`src/cdr_pack.sv`:
```
package cdr_pack;

    ////////////////////////////////////////////////////////////
    // data-path sizes
    ////////////////////////////////////////////////////////////

    // interleaved lanes delivered per clock, power of two
    localparam int n_ti = 4;

    // lane average shift, log2 of n_ti
    localparam int log2_ti = 2;

    // adc code width
    localparam int n_adc = 8;

    // phase interpolator control width
    localparam int n_pi = 9;

    ////////////////////////////////////////////////////////////
    // vector types
    ////////////////////////////////////////////////////////////

    // one signed lane code from the adc
    typedef logic signed [n_adc-1:0] adc_code_t;

    // averaged mueller-muller timing error, two guard bits over the code
    typedef logic signed [n_adc+1:0] pd_err_t;

    // phase interpolator control word
    typedef logic [n_pi-1:0] pi_ctl_t;

endpackage
```
`src/mm_cdr_top.sv`:
```
module mm_cdr_top #(
    parameter int prop_width      = 4,
    parameter int intg_width      = 4,
    parameter int ramp_width      = 4,
    parameter int phase_est_shift = 8
) (
    input  logic                                              clk,
    input  logic                                              ext_rstb,
    input  cdr_pack::adc_code_t                               codes_i [cdr_pack::n_ti-1:0],
    input  logic                                              ramp_clock_i,
    input  logic [prop_width-1:0]                             kp_i,
    input  logic [intg_width-1:0]                             ki_i,
    input  logic [ramp_width-1:0]                             kr_i,
    input  logic                                              en_ramp_est_i,
    input  logic                                              en_freq_est_i,
    input  logic                                              en_clamp_i,
    input  logic [cdr_pack::n_adc+phase_est_shift:0]          clamp_amt_i,
    input  logic                                              en_ext_pi_ctl_i,
    input  cdr_pack::pi_ctl_t                                 ext_pi_ctl_i,
    input  logic                                              sample_state_i,
    output cdr_pack::pi_ctl_t                                 pi_ctl_o,
    output logic                                              freq_lvl_cross_o,
    output logic signed [cdr_pack::n_adc+phase_est_shift+1:0] phase_snap_o,
    output logic signed [cdr_pack::n_adc+phase_est_shift+1:0] freq_snap_o,
    output logic signed [cdr_pack::n_adc+phase_est_shift+1:0] ramp_snap_o
);

    cdr_pack::pd_err_t pd_err;

    // live loop state toward the sampler
    logic signed [cdr_pack::n_adc+phase_est_shift+1:0] phase_est_out;
    logic signed [cdr_pack::n_adc+phase_est_shift+1:0] freq_update;
    logic signed [cdr_pack::n_adc+phase_est_shift+1:0] ramp_update;

    mm_phase_detector mm_phase_detector_i (
        .clk      (clk),
        .ext_rstb (ext_rstb),
        .codes_i  (codes_i),
        .pd_err_o (pd_err)
    );

    mm_cdr_loop_filter #(
        .prop_width      (prop_width),
        .intg_width      (intg_width),
        .ramp_width      (ramp_width),
        .phase_est_shift (phase_est_shift)
    ) mm_cdr_loop_filter_i (
        .clk              (clk),
        .ext_rstb         (ext_rstb),
        .pd_err_i         (pd_err),
        .ramp_clock_i     (ramp_clock_i),
        .kp_i             (kp_i),
        .ki_i             (ki_i),
        .kr_i             (kr_i),
        .en_ramp_est_i    (en_ramp_est_i),
        .en_freq_est_i    (en_freq_est_i),
        .en_clamp_i       (en_clamp_i),
        .clamp_amt_i      (clamp_amt_i),
        .en_ext_pi_ctl_i  (en_ext_pi_ctl_i),
        .ext_pi_ctl_i     (ext_pi_ctl_i),
        .pi_ctl_o         (pi_ctl_o),
        .freq_lvl_cross_o (freq_lvl_cross_o),
        .phase_est_o      (phase_est_out),
        .freq_update_o    (freq_update),
        .ramp_update_o    (ramp_update)
    );

    cdr_state_sampler #(
        .phase_est_shift (phase_est_shift)
    ) cdr_state_sampler_i (
        .clk            (clk),
        .ext_rstb       (ext_rstb),
        .sample_state_i (sample_state_i),
        .phase_est_i    (phase_est_out),
        .freq_update_i  (freq_update),
        .ramp_update_i  (ramp_update),
        .phase_snap_o   (phase_snap_o),
        .freq_snap_o    (freq_snap_o),
        .ramp_snap_o    (ramp_snap_o)
    );

endmodule

```
`src/cdr_state_sampler.sv`:
```
module cdr_state_sampler #(
    parameter int phase_est_shift = 8
) (
    input  logic                                              clk,
    input  logic                                              ext_rstb,
    input  logic                                              sample_state_i, // request level
    input  logic signed [cdr_pack::n_adc+phase_est_shift+1:0] phase_est_i,
    input  logic signed [cdr_pack::n_adc+phase_est_shift+1:0] freq_update_i,
    input  logic signed [cdr_pack::n_adc+phase_est_shift+1:0] ramp_update_i,
    output logic signed [cdr_pack::n_adc+phase_est_shift+1:0] phase_snap_o,
    output logic signed [cdr_pack::n_adc+phase_est_shift+1:0] freq_snap_o,
    output logic signed [cdr_pack::n_adc+phase_est_shift+1:0] ramp_snap_o
);

    localparam int est_w = cdr_pack::n_adc + 2 + phase_est_shift;

    typedef logic signed [est_w-1:0] est_t;

    typedef enum logic [1:0] {
        SAMPLE,
        WAIT,
        READY
    } sampler_state_t;

    sampler_state_t state_q;

    // captured copies, held between requests
    est_t phase_snap_q;
    est_t freq_snap_q;
    est_t ramp_snap_q;

    // arm on a low request, capture one cycle after the next high
    always_ff @(posedge clk or negedge ext_rstb) begin
        if (!ext_rstb) begin
            state_q      <= WAIT;
            phase_snap_q <= '0;
            freq_snap_q  <= '0;
            ramp_snap_q  <= '0;
        end else begin
            case (state_q)
                SAMPLE: begin
                    phase_snap_q <= phase_est_i;
                    freq_snap_q  <= freq_update_i;
                    ramp_snap_q  <= ramp_update_i;
                    state_q      <= WAIT;
                end
                WAIT: begin
                    state_q <= sample_state_i ? WAIT : READY;  // wait for request to drop
                end
                READY: begin
                    state_q <= sample_state_i ? SAMPLE : READY;
                end
                default: begin
                    state_q <= WAIT;
                end
            endcase
        end
    end

    assign phase_snap_o = phase_snap_q;
    assign freq_snap_o  = freq_snap_q;
    assign ramp_snap_o  = ramp_snap_q;

endmodule

```
`src/mm_cdr_loop_filter.sv`:
```
module mm_cdr_loop_filter #(
    parameter int prop_width      = 4,
    parameter int intg_width      = 4,
    parameter int ramp_width      = 4,
    parameter int phase_est_shift = 8
) (
    input  logic                                            clk,
    input  logic                                            ext_rstb,
    input  cdr_pack::pd_err_t                               pd_err_i,
    input  logic                                            ramp_clock_i,
    input  logic [prop_width-1:0]                           kp_i,    // proportional shift
    input  logic [intg_width-1:0]                           ki_i,    // integral shift
    input  logic [ramp_width-1:0]                           kr_i,    // ramp shift
    input  logic                                            en_ramp_est_i,
    input  logic                                            en_freq_est_i,
    input  logic                                            en_clamp_i,
    input  logic [cdr_pack::n_adc+phase_est_shift:0]        clamp_amt_i,
    input  logic                                            en_ext_pi_ctl_i,
    input  cdr_pack::pi_ctl_t                               ext_pi_ctl_i,
    output cdr_pack::pi_ctl_t                               pi_ctl_o,
    output logic                                            freq_lvl_cross_o,
    output logic signed [cdr_pack::n_adc+phase_est_shift+1:0] phase_est_o,
    output logic signed [cdr_pack::n_adc+phase_est_shift+1:0] freq_update_o,
    output logic signed [cdr_pack::n_adc+phase_est_shift+1:0] ramp_update_o
);

    // estimates carry phase_est_shift fraction bits over the error range
    localparam int est_w = cdr_pack::n_adc + 2 + phase_est_shift;

    typedef logic signed [est_w-1:0] est_t;

    cdr_pack::pd_err_t err_q;          // sign-corrected error e

    // scaled error terms
    est_t err_ext;
    est_t err_kp;
    est_t err_ki;
    est_t err_kr;

    // ramp clock synchronizer
    logic ramp_clock_ff;
    logic ramp_clock_sync;

    // ramp estimate, one accumulator per ramp clock phase
    est_t ramp_pls_q;
    est_t ramp_pls_upd;
    est_t ramp_neg_q;
    est_t ramp_neg_upd;

    // frequency path
    est_t freq_est_q;
    est_t freq_upd;
    est_t prev_freq_upd_q;

    // phase path
    est_t clamp_min_q;
    est_t clamp_max_q;
    est_t phase_step;
    est_t phase_step_clamped;
    est_t phase_est_q;
    est_t ext_phase;

    ////////////////////////////////////////////////////////////
    // loop arithmetic
    ////////////////////////////////////////////////////////////

    always_comb begin
        err_ext = est_t'(err_q);        // sign extend before scaling
        err_kp  = err_ext <<< kp_i;
        err_ki  = err_ext <<< ki_i;
        err_kr  = err_ext <<< kr_i;

        // only the accumulator of the current ramp phase moves
        ramp_pls_upd = ramp_pls_q + (ramp_clock_i ? err_kr : est_t'(0));
        ramp_neg_upd = ramp_neg_q + (ramp_clock_i ? est_t'(0) : err_kr);

        // the synchronized ramp clock picks the drift term
        freq_upd = err_ki + (ramp_clock_sync ? ramp_pls_q : -ramp_neg_q);

        phase_step = err_kp + freq_est_q;

        // optional step limit
        if (en_clamp_i && (phase_step < clamp_min_q)) begin
            phase_step_clamped = clamp_min_q;
        end else if (en_clamp_i && (phase_step > clamp_max_q)) begin
            phase_step_clamped = clamp_max_q;
        end else begin
            phase_step_clamped = phase_step;
        end

        // override word lands on the integer part of the estimate
        ext_phase = est_t'(ext_pi_ctl_i) << phase_est_shift;
    end

    ////////////////////////////////////////////////////////////
    // state registers
    ////////////////////////////////////////////////////////////

    always_ff @(posedge clk or negedge ext_rstb) begin
        if (!ext_rstb) begin
            err_q           <= '0;
            ramp_clock_ff   <= 1'b0;
            ramp_clock_sync <= 1'b0;
            ramp_pls_q      <= '0;
            ramp_neg_q      <= '0;
            freq_est_q      <= '0;
            prev_freq_upd_q <= '0;
            clamp_min_q     <= '0;
            clamp_max_q     <= '0;
            phase_est_q     <= '0;
        end else begin
            err_q           <= -pd_err_i;           // detector sign is opposite to the loop
            ramp_clock_ff   <= ramp_clock_i;
            ramp_clock_sync <= ramp_clock_ff;

            // ramp accumulators held at zero while disabled
            ramp_pls_q <= en_ramp_est_i ? ramp_pls_upd : est_t'(0);
            ramp_neg_q <= en_ramp_est_i ? ramp_neg_upd : est_t'(0);

            if (en_freq_est_i) begin
                freq_est_q <= freq_est_q + freq_upd;
            end
            prev_freq_upd_q <= freq_upd;

            clamp_max_q <= est_t'(clamp_amt_i);
            clamp_min_q <= -est_t'(clamp_amt_i);

            if (en_ext_pi_ctl_i) begin
                phase_est_q <= ext_phase;
            end else begin
                phase_est_q <= phase_est_q + phase_step_clamped;
            end
        end
    end

    // rising frequency update
    always_ff @(posedge clk or negedge ext_rstb) begin
        if (!ext_rstb) begin
            freq_lvl_cross_o <= 1'b0;
        end else begin
            freq_lvl_cross_o <= (freq_upd > prev_freq_upd_q);
        end
    end

    ////////////////////////////////////////////////////////////
    // outputs
    ////////////////////////////////////////////////////////////

    assign pi_ctl_o = en_ext_pi_ctl_i ? ext_pi_ctl_i
                                      : phase_est_q[phase_est_shift +: cdr_pack::n_pi];

    assign phase_est_o   = phase_est_q >>> phase_est_shift; // integer part, sign kept
    assign freq_update_o = freq_upd;
    assign ramp_update_o = ramp_clock_i ? ramp_pls_upd : ramp_neg_upd;

endmodule

```
`src/mm_phase_detector.sv`:
```
module mm_phase_detector (
    input  logic                clk,
    input  logic                ext_rstb,
    input  cdr_pack::adc_code_t codes_i [cdr_pack::n_ti-1:0], // one code per lane
    output cdr_pack::pd_err_t   pd_err_o                      // averaged timing error
);

    // a lane term spans twice the code range, the sum grows by log2 of the lanes
    localparam int term_w = cdr_pack::n_adc + 2;
    localparam int sum_w  = term_w + cdr_pack::log2_ti;

    typedef logic signed [term_w-1:0] term_t;
    typedef logic signed [sum_w-1:0]  sum_t;

    cdr_pack::adc_code_t last_code_q;                      // last lane of previous cycle
    cdr_pack::adc_code_t prev_code [cdr_pack::n_ti-1:0];   // neighbour of each lane
    term_t               lane_term [cdr_pack::n_ti-1:0];
    sum_t                term_sum;

    ////////////////////////////////////////////////////////////
    // neighbour selection
    ////////////////////////////////////////////////////////////

    always_comb begin
        prev_code[0] = last_code_q;  // lane 0 looks back across the cycle boundary
        for (int k = 1; k < cdr_pack::n_ti; k++) begin
            prev_code[k] = codes_i[k-1];
        end
    end

    ////////////////////////////////////////////////////////////
    // mueller-muller terms
    ////////////////////////////////////////////////////////////

    // code_k * sign(prev) - prev * sign(code_k), sign of zero counts as +1
    always_comb begin
        for (int k = 0; k < cdr_pack::n_ti; k++) begin
            lane_term[k] = (prev_code[k][cdr_pack::n_adc-1] ? -term_t'(codes_i[k])
                                                            :  term_t'(codes_i[k]))
                         - (codes_i[k][cdr_pack::n_adc-1]   ? -term_t'(prev_code[k])
                                                            :  term_t'(prev_code[k]));
        end
    end

    always_comb begin
        term_sum = '0;
        for (int k = 0; k < cdr_pack::n_ti; k++) begin
            term_sum = term_sum + sum_t'(lane_term[k]);
        end
    end

    ////////////////////////////////////////////////////////////
    // average and register
    ////////////////////////////////////////////////////////////

    always_ff @(posedge clk or negedge ext_rstb) begin
        if (!ext_rstb) begin
            last_code_q <= '0;
            pd_err_o    <= '0;
        end else begin
            last_code_q <= codes_i[cdr_pack::n_ti-1];
            // arithmetic shift keeps the sign of the mean
            pd_err_o    <= cdr_pack::pd_err_t'(term_sum >>> cdr_pack::log2_ti);
        end
    end

endmodule

```
`config.mk`:
```
export PLATFORM = sky130hd
export DESIGN_NAME = mm_cdr_top
export DESIGN_NICKNAME = d
export VERILOG_FILES = /design/src/cdr_pack.sv /design/src/mm_cdr_top.sv /design/src/cdr_state_sampler.sv /design/src/mm_cdr_loop_filter.sv /design/src/mm_phase_detector.sv
export SDC_FILE = /design/constraint.sdc
export NUM_CORES = 1
export LEC_CHECK = 0
export BUFFER_PORTS_ARGS = -buffer_cell sky130_fd_sc_hd__buf_2
export CORE_MARGIN = 2
export CORE_UTILIZATION = 60
export DETAILED_ROUTE_END_ITERATION = 7
export PLACE_DENSITY = 0.78
export SLEW_MARGIN = 10
export SYNTH_ARGS = -nofsm -noshare
export SYNTH_HDL_FRONTEND = slang
export SYNTH_HIERARCHICAL = 1
export SYNTH_SLANG_ARGS = --single-unit
```
`constraint.sdc`:
```
create_clock -name clk -period 7.77 [get_ports clk]
set_clock_uncertainty 0.05 [all_clocks]
set_input_delay 1.554 -clock clk [delete_from_list [all_inputs] [get_ports clk]]
set_output_delay 1.554 -clock clk [all_outputs]
set_load 0.03 [all_outputs]
```
==> impl_metrics.json, run 1 <==
{
  "floorplan.initialDensity": 0.612,
  "final-hold-violation-count": 0,
  "result_of_the_run": "complete, but fails checks",
  "area_growth_syn_to_layout_pct": 15.9,
  "setup-violations-final": 2,
  "reg2reg_depth": 35,
  "setup.worst_path.end_class": "register",
  "rows": 65,
  "setup.worst_path.start": "kp_i[0]",
  "worst_slew_pin_slew_ps": 984,
  "grt_antenna_before_repair": 7,
  "synthesis.nets": 2494,
  "reg2reg_from": "mm_cdr_loop_filter_i/err_q[1]",
  "yosysSeqAreaShare": 0.273,
  "endpoint": "mm_cdr_loop_filter_i/phase_est_q[17]",
  "drt-initial-drc-count": 1143,
  "synthesis.instances": 2175,
  "syn-cell-area_um2": 19400,
  "io_buffer_count": 141,
  "grt_first_pass_wirelength_um": 79800,
  "total_congestion_overflow_after_global_routing": 0,
  "r2r-end": "mm_cdr_loop_filter_i/phase_est_q[17]",
  "tritoncts": "yes",
  "critical_path.slowest_cell": "mux2_2",
  "violations": "negative setup slack",
  "worst_setup_hold_path_clk_slew_ps": 60,
  "antenna_violating_nets_post_route": 0,
  "critPathMaxFanout": 6,
  "layout.cells.most_common": "dfrtp_1",
  "report.final.slew_viol_count": 0,
  "worst_path_largest_cell_delay_ps": 360,
  "post-route-min-period_ps": 7920,
  "grt_start_max_net_pins": 116,
  "timing.critical_path.required_ps": 8150,
  "viasPerCell": 5.90,
  "drt_pre_antenna_iters": 7,
  "layout-drive-gt1-share": 0.206,
  "postRouteWirelength_um": 49500,
  "final_net_count": 2721,
  "yosys_register_bits": 211,
  "rsz0062_at_grt": "true",
  "yosysWarningCount": 6,
  "floorplan.die.height_um": 184,
  "die-area_um2": 33700,
  "finalCoreUtilization": 0.709,
  "routed-via-count": 16686,
  "clock_tree.root_cell": "clkbuf_16",
  "cts_buffers": 25,
  "clock_latency_ps": 540,
  "cp-start-kind": "input port",
  "setup_ws_ps": -146,
  "global_route.usage.total": 0.290,
  "placeableCoreArea_um2": 31600,
  "ctsHoldBuffers": 0,
  "post_synth_edffs": 0,
  "crit_type": "input port to register",
  "cts_num_sinks": 211,
  "layout.cells.most_common_list": "dfrtp_1 (210), ha_1 (201), nor2_1 (196), inv_1 (160)",
  "achievable_clock_frequency_ghz": 0.126,
  "worst_hold_path_type": "register to register",
  "synth_ff_type": "dfrtp_1",
  "place_hpwl_um": 37700,
  "postSynth.asyncResetShare": 1.00,
  "fp.dieW_um": 184,
  "cts.htree.levels": 1,
  "final.period_utilization": 1.02,
  "final-instance-count-excl-fill": 2828,
  "grt_pass1_vias": 16569,
  "postSynthAreaPerCell_um2": 8.90,
  "route.detailed.wl_per_inst_um": 17.5,
  "maxSlewHeadroom": 0.344,
  "routabilityCongestion": 0.928,
  "cap_violations": 0,
  "placedCellCount": 2750,
  "io-pin-count": 142,
  "synth.distinct_cells": 79,
  "ff2ff_setup_slack_ps": 450,
  "drc_errors": 0,
  "cp_data_arrival_time_ps": 8290,
  "clockBufferDepth": 3
}
## registers in the layout, indices dropped and copies added, names as in the netlist
signal and count:
cdr_state_sampler_i/freq_snap_o 18, cdr_state_sampler_i/state_q 2, mm_cdr_loop_filter_i/ramp_neg_q 18, mm_phase_detector_i/last_code_q 8
mm_cdr_loop_filter_i/freq_lvl_cross_o 1, cdr_state_sampler_i/ramp_snap_o 18, mm_cdr_loop_filter_i/phase_est_q 18, mm_cdr_loop_filter_i/clamp_min_q 18
mm_cdr_loop_filter_i/ramp_clock_ff 1, mm_cdr_loop_filter_i/err_q 10, mm_cdr_loop_filter_i/prev_freq_upd_q 18, cdr_state_sampler_i/phase_snap_o 18
mm_cdr_loop_filter_i/ramp_pls_q 18, mm_cdr_loop_filter_i/freq_est_q 18, mm_cdr_loop_filter_i/ramp_clock_sync 1, mm_cdr_loop_filter_i/clamp_max_q 16
mm_phase_detector_i/pd_err_o 10
## synth_stat cells (8+ instances only)
cell type  number  area, um^2
ha_1          210        2630
xnor2_1       126        1100
nor4_1          9        56.3
mux2i_1        60         601
clkbuf_1       46         173
or4_1          11        82.6
a21o_1         45         338
o21ai_0       118         591
a31oi_1        14        87.6
dfrtp_1       210        5260
o22ai_1        11        68.8
or2_2           8        50.1
o31ai_1        18         135
nor3_1         53         265
nand4_1        20         125
o21a_1         26         195
fa_1           31         621
inv_1         160         601
a21oi_1       161         806
nor2b_1        45         282
and3_1         11        68.8
buf_4          19         143
nor2_1        202         758
xor2_1         81         709
nand3_1        23         115
nand2_1       150         563
mux2_4         50         751
a211oi_1       32         240
or3_1          18         113
mux2_2         39         439
o21bai_1       13        97.6
nand2b_1       25         156
and2_1         31         194
nand3b_1       10        75.1
## layer usage
metal / global-route usage / routed length (um) / vias up
li1: - / - / 8065
met1: 0.372 / 21300 / 7964
met2: 0.498 / 23800 / 513
met3: 0.0412 / 2650 / 142
met4: 0.105 / 1810 / 2
met5: 0 / 11 / -
## critical path, delay by kind of cell
family | cells | cell delay, ps
AOI/OAI and AO/OA | 15 | 3060
and+or+nand+nor | 8 | 1130
adders and majority gates | 3 | 950
muxes | 3 | 810
buffers and inverters | 5 | 630
xor gates and xnor gates | 1 | 170
## area by class of cell
cell class                 instances  area [um^2]
clock buffer                      34          709
timing repair buffer             277         1790
sequential                       211         5280
multi-input combinational       1721        13400
clock inverter                    11          118
antenna                            6         15.0
fill                            2386         9200
tap                              402          503
inverter                         166          624
## cell families after synthesis
| family | count (synthesis) | synth area share |
|---|---|---|
| and+or+nand+nor | 637 | 0.161 |
| AOI/OAI and AO/OA | 483 | 0.153 |
| buffers and inverters | 243 | 0.0560 |
| adders and majority gates | 241 | 0.168 |
| DFF | 211 | 0.273 |
| xor gates and xnor gates | 209 | 0.0953 |
| muxes | 151 | 0.0942 |
## how the worst min path moves through the flow
stage / slack, ps / startpoint / cells past startpoint / to
after floorplan: 280 / mm_cdr_loop_filter_i/ramp_clock_ff / 0 / mm_cdr_loop_filter_i/ramp_clock_sync
after global placement: 290 / mm_cdr_loop_filter_i/ramp_clock_ff / 0 / mm_cdr_loop_filter_i/ramp_clock_sync
after detailed placement: 290 / mm_cdr_loop_filter_i/ramp_clock_ff / 0 / mm_cdr_loop_filter_i/ramp_clock_sync
after CTS: 300 / mm_cdr_loop_filter_i/ramp_clock_ff / 0 / mm_cdr_loop_filter_i/ramp_clock_sync
after global routing: 330 / mm_cdr_loop_filter_i/ramp_clock_ff / 0 / mm_cdr_loop_filter_i/ramp_clock_sync
final: 300 / mm_cdr_loop_filter_i/ramp_clock_ff / 0 / mm_cdr_loop_filter_i/ramp_clock_sync
## stage by stage
step / TNS (ps) / hold WS, ps / setup slack [ps] / cell area, um^2
floorplan: -343 / 281 / -238 / 19400
global placement: -1820 / 285 / -564 / 21000
detailed placement: -4760 / 288 / -977 / 21000
CTS: 0 / 303 / 0.00977 / 22100
global route: -1370 / 329 / -470 / 22400
finish: -265 / 301 / -146 / 22400
## timing repair
item / CTS / global route
cloned: 0 / 0
endpoints found under the setup margin: 5 / 6
resized for setup: 34 / 49
pin swaps: 21 / 13
buffers inserted: 15 / 12
Power of run 1 is not shown: default switching activity piles up to over one toggle a cycle in this logic, so the estimate is an artifact.
==> run 2: changes to the inputs <==
Settings changed: SETUP_SLACK_MARGIN from default to 0.1.
==> run 2 against run 1 <==
The flow still finishes with violations (negative setup slack). Cell area fell by 0.26%. Clock-buffer cell count stayed put. Cell count fell by 0.21%. Maximum frequency increased by 0.54%. Sequential share of layout area increased by 0.062 points. First-iteration DRC count fell by 1.4%. Sequential cell count stayed put. Worst setup slack better by 42 ps. Global-route usage increased by 0.22 points.
==> impl_metrics.json, run 2 (same netlist as run 1, synthesis figures left out) <==
{
  "result_of_the_run": "complete, but fails checks",
  "violations": "negative setup slack",
  "cts_buffers": 26,
  "worst_hold_path_type": "register to register",
  "worst_setup_hold_path_clk_slew_ps": 60,
  "viasPerCell": 5.92,
  "clockBufferDepth": 3,
  "route.detailed.wl_per_inst_um": 17.7,
  "layout-drive-gt1-share": 0.205,
  "rows": 65,
  "cts_num_sinks": 211,
  "antenna_violating_nets_post_route": 0,
  "setup-violations-final": 2,
  "critical_path.slowest_cell": "o41a_1",
  "maxSlewHeadroom": 0.365,
  "timing.critical_path.required_ps": 8140,
  "area_growth_syn_to_layout_pct": 15.6,
  "rsz0062_at_grt": "true",
  "grt_first_pass_wirelength_um": 80000,
  "place_hpwl_um": 37800,
  "io_buffer_count": 141,
  "final-instance-count-excl-fill": 2822,
  "final_net_count": 2715,
  "floorplan.die.height_um": 184,
  "drc_errors": 0,
  "floorplan.initialDensity": 0.612,
  "drt_pre_antenna_iters": 8,
  "worst_path_largest_cell_delay_ps": 400,
  "report.final.slew_viol_count": 0,
  "setup.worst_path.end_class": "register",
  "achievable_clock_frequency_ghz": 0.127,
  "cts.htree.levels": 1,
  "final.period_utilization": 1.01,
  "cap_violations": 0,
  "postRouteWirelength_um": 50000,
  "finalCoreUtilization": 0.707,
  "post-route-min-period_ps": 7870,
  "tritoncts": "yes",
  "grt_antenna_before_repair": 6,
  "layout.cells.most_common_list": "dfrtp_1 (210), ha_1 (202), nor2_1 (194), inv_1 (158), nand2_1 (150)",
  "cp_data_arrival_time_ps": 8250,
  "drt-initial-drc-count": 1127,
  "routed-via-count": 16711,
  "io-pin-count": 142,
  "worst_slew_pin_slew_ps": 952,
  "die-area_um2": 33700,
  "layout.cells.most_common": "dfrtp_1",
  "cp-start-kind": "input port",
  "final-hold-violation-count": 0,
  "critPathMaxFanout": 8,
  "setup_ws_ps": -104,
  "total_congestion_overflow_after_global_routing": 0,
  "grt_start_max_net_pins": 79,
  "clock_tree.root_cell": "clkbuf_16",
  "grt_pass1_vias": 16479,
  "global_route.usage.total": 0.292,
  "placedCellCount": 2741,
  "crit_type": "input port to register",
  "routabilityCongestion": 0.923,
  "fp.dieW_um": 184,
  "placeableCoreArea_um2": 31600,
  "clock_latency_ps": 560
}
run 2: repair_timing:
action,4_1_cts,5_1_grt
endpoints found under the hold margin,0,0
setup endpoints to repair,5,5
gates resized for setup,33,49
hold buffers,0,0
buffers inserted,13,16
pin swaps,14,42
run 2: layer usage:
layer / part of all wire / GRT usage / wire length, um
met4: 0.037 / 0.108 / 1870
met1: 0.43 / 0.378 / 21600
met3: 0.053 / 0.0418 / 2650
met2: 0.48 / 0.497 / 23800
met5: 0 / 0 / 0
run 2: area by class of cell:
type                    count  area [um^2]
multi-input cells        1721        13400
flip-flops and latches    211         5280
clock buffers              34          732
well taps                 402          503
fillers                  2376         9260
inverters                 166          627
diodes                      6         15.0
clock inverters            12          105
repair buffers            270         1720
run 2: path summary, 6_finish.rpt:
check	start	end	slack, ps	cells after the start
max	kp_i[0]	mm_cdr_loop_filter_i/phase_est_q[17]	-100	35
max reg2reg	mm_cdr_loop_filter_i/err_q[0]	mm_cdr_loop_filter_i/phase_est_q[17]	440	34
min reg2reg	mm_cdr_loop_filter_i/ramp_clock_ff	mm_cdr_loop_filter_i/ramp_clock_sync	310	0
max in group asynchronous	ext_rstb	mm_cdr_loop_filter_i/clamp_max_q[14]	5390	2
min	mm_cdr_loop_filter_i/ramp_clock_ff	mm_cdr_loop_filter_i/ramp_clock_sync	310	0
min in group asynchronous	ext_rstb	mm_cdr_loop_filter_i/clamp_min_q[0]	940	1
run 2: worst max-delay path, delay by kind of cell:
kind                       cells  cell delay [ps]
xor gates and xnor gates       1              200
and+or+nand+nor                8             1130
muxes                          5             1130
adders and majority gates      3              970
AOI/OAI and AO/OA             13             2660
buffers and inverters          5              570
run 2: metrics by stage:
step / worst slack, ps / hold slack (ps) / TNS (ps) / cell area [um^2]
5_1_grt: -349 / 314 / -833 / 22400
6_report: -104 / 309 / -162 / 22400
3_3_place_gp: -563 / 284 / -1710 / 20900
3_5_place_dp: -815 / 298 / -3320 / 20900
2_1_floorplan: -168 / 281 / -248 / 19400
4_1_cts: 105 / 312 / 0 / 22100
Power of run 2 is left out for the same reason.
==> run 3: changes to the inputs <==
Settings changed: ABC_AREA from default to 1.
Clock period 7.77 ns to 8.3 ns, I/O delays scaled along.
==> run 3 against run 2 <==
The run now ends clean. Synthesized area grew 6.0%. Die area grew 5.8%. Via count rose by 19%. Sequential share of layout area is 0.18 points higher. Critical endpoint is now mm_cdr_loop_filter_i/phase_est_q[12].
==> impl_metrics.json, run 3 <==
{
  "cpMostUsedCell": "nand2_1",
  "cts_num_sinks": 211,
  "synth_ff_type": "dfrtp_1",
  "yosys_register_bits": 211,
  "yosys-top-cells-count": "nand2_1 (876), inv_1 (411), nor2_1 (266)",
  "die-area_um2": 35700,
  "total_leakage_power_uw": 0.0124,
  "grt_first_pass_wirelength_um": 93200,
  "worst_path_largest_cell_delay_ps": 360,
  "place_hpwl_um": 45500,
  "worst_hold_path_type": "register to register",
  "synthesis.instances": 3028,
  "drt-initial-drc-count": 1545,
  "ctsHoldBuffers": 0,
  "drc_errors": 0,
  "hold_start": "mm_cdr_loop_filter_i/ramp_clock_ff",
  "route.detailed.wl_per_inst_um": 16.0,
  "cp-start-kind": "input port",
  "final_net_count": 3438,
  "dp_area_um2": 21400,
  "floorplan.die.height_um": 189,
  "result_of_the_run": "finished clean",
  "grt_start_max_net_pins": 84,
  "final-hold-violation-count": 0,
  "clock_tree.root_cell": "clkbuf_16",
  "synth.distinct_cells": 54,
  "drt_pre_antenna_iters": 8,
  "floorplan.initialDensity": 0.610,
  "layout.cells.most_common": "nand2_1",
  "area_growth_syn_to_layout_pct": 8.24,
  "powerDensity_nw_per_um2": 446,
  "critPathMaxFanout": 18,
  "clockBufferDepth": 3,
  "yosysSeqAreaShare": 0.257,
  "final_cell_area_um2": 22200,
  "setup.worst_path.end_class": "register",
  "report.final.slew_viol_count": 0,
  "tritoncts": "yes",
  "postRouteWirelength_um": 57300,
  "irDropWorstVdd_uv": 360,
  "cts_buffers": 25,
  "netlist.top_cell.by_area": "dfrtp_1",
  "yosysWarningCount": 6,
  "setup-violations-final": 0,
  "postSynth.asyncResetShare": 1.00,
  "synthesis.nets": 3347,
  "rows": 67,
  "post-route-min-period_ps": 7520,
  "postSynthAreaPerCell_um2": 6.77,
  "global_route.usage.total": 0.320,
  "reg2reg_from": "mm_cdr_loop_filter_i/err_q[0]",
  "layout.cells.most_common_list": "nand2_1 (876), inv_1 (411), nor2_1 (266), dfrtp_1 (210)",
  "hold-path-cell-count": 0,
  "critical_path.slowest_cell": "o21ai_0",
  "finalCoreUtilization": 0.661,
  "setup_ws_ps": 785,
  "io-pin-count": 142,
  "cts.htree.levels": 1,
  "routabilityCongestion": 0.989,
  "maxSlewHeadroom": 0.212,
  "routed-via-count": 19912,
  "grt_antenna_before_repair": 6,
  "fp.dieW_um": 189,
  "final.fill_count": 3019,
  "antenna_violating_nets_post_route": 0,
  "post_synth_edffs": 0,
  "rsz0062_at_grt": "false",
  "synth_top_area_frac": 0.256,
  "cp_data_arrival_time_ps": 7850,
  "setup_tns_ps": 0,
  "achievable_clock_frequency_ghz": 0.133,
  "yosys.cell_count.top_type": "nand2_1",
  "timing.critical_path.required_ps": 8640,
  "crit_type": "input port to register",
  "hold_end": "mm_cdr_loop_filter_i/ramp_clock_sync",
  "clock_latency_ps": 560,
  "reg2reg_depth": 37,
  "cap_violations": 0,
  "ff2ff_setup_slack_ps": 1690,
  "viasPerCell": 5.55,
  "ctsResizeCount": 0,
  "r2r-end": "mm_cdr_loop_filter_i/phase_est_q[12]",
  "placeableCoreArea_um2": 33600,
  "final.period_utilization": 0.905,
  "post-place-ws_ps": 324,
  "total_congestion_overflow_after_global_routing": 0,
  "grt_pass1_vias": 18973,
  "total_power_uw": 9910,
  "io_buffer_count": 141,
  "layout-drive-gt1-share": 0.0704,
  "ys_top_cells_by_area": "dfrtp_1 (26%), nand2_1 (16%), ha_1 (13%)",
  "cts_setup_buffers": 0,
  "worst_setup_hold_path_clk_slew_ps": 60,
  "worst_slew_pin_slew_ps": 1180,
  "syn-cell-area_um2": 20500
}
run 3: cell types whose count changed after synthesis, sizes merged, moves of 49 or more:
cell,change
inv,+257
nor2,+66
nand3,+155
mux2,-90
mux2i,-49
xnor2,-73
o21ai,+110
nand2,+730
run 3: through the flow:
step,cells,hold slack (ps)
after CTS,3585,330
after detailed placement,3540,298
final,3590,330
after global routing,3589,348
after global placement,3540,284
after floorplan,3028,281
run 3: worst max path at each step:
stage                       start                              endpoint  slack (ps)  cells after the start
after floorplan           kp_i[1]  mm_cdr_loop_filter_i/phase_est_q[12]        1220                     41
after global routing      kp_i[1]  mm_cdr_loop_filter_i/phase_est_q[12]         140                     40
after detailed placement  kp_i[0]  mm_cdr_loop_filter_i/phase_est_q[12]         320                     40
after global placement    kp_i[0]  mm_cdr_loop_filter_i/phase_est_q[17]         460                     37
final                     kp_i[1]  mm_cdr_loop_filter_i/phase_est_q[12]         780                     40
after CTS                 kp_i[0]  mm_cdr_loop_filter_i/phase_est_q[17]         850                     37
run 3: final cells by class:
cell class / count / area [um^2] / share of cell area
antenna: 5 / 12.5 / 0.000563
clock buffer: 31 / 678 / 0.0305
clock inverter: 14 / 141 / 0.00637
inverter: 423 / 1590 / 0.0717
multi-input combinational: 2311 / 13200 / 0.593
sequential: 211 / 5280 / 0.238
tap: 448 / 561 / 0.0252
timing repair buffer: 147 / 761 / 0.0343
run 3: cells by family after synthesis:
group | share of synthesized area
AND/OR/NAND/NOR | 0.283
buffers and inverters | 0.100
AO/OA/AOI/OAI | 0.133
adder cells (fa/ha/maj) | 0.158
flip-flops | 0.257
XOR/XNOR | 0.0628
multiplexers | 0.00537
run 3: worst max-delay path, delay by kind of cell:
kind                     cells  cell delay, ps
XOR/XNOR                     1             260
AND/OR/NAND/NOR             22            2090
adder cells (fa/ha/maj)      3             940
buffers and inverters        4             610
multiplexers                 1             290
AO/OA/AOI/OAI                9            2010
run 3: power by group:
part	switching [uW]	internal (uW)	total (uW)	leakage [uW]
sequential	290	1420	1710	0.00262
combinational	4610	2480	7090	0.00936
clock	468	644	1110	0.000395
total	5370	4540	9910	0.0124
run 3: layer usage:
metal  global-route usage  part of all wire
met5                    0           0.00037
met4               0.0950             0.026
met3               0.0315             0.057
met2                0.549              0.48
met1                0.428              0.44
Note: power is estimated with default switching activity, not from simulation.
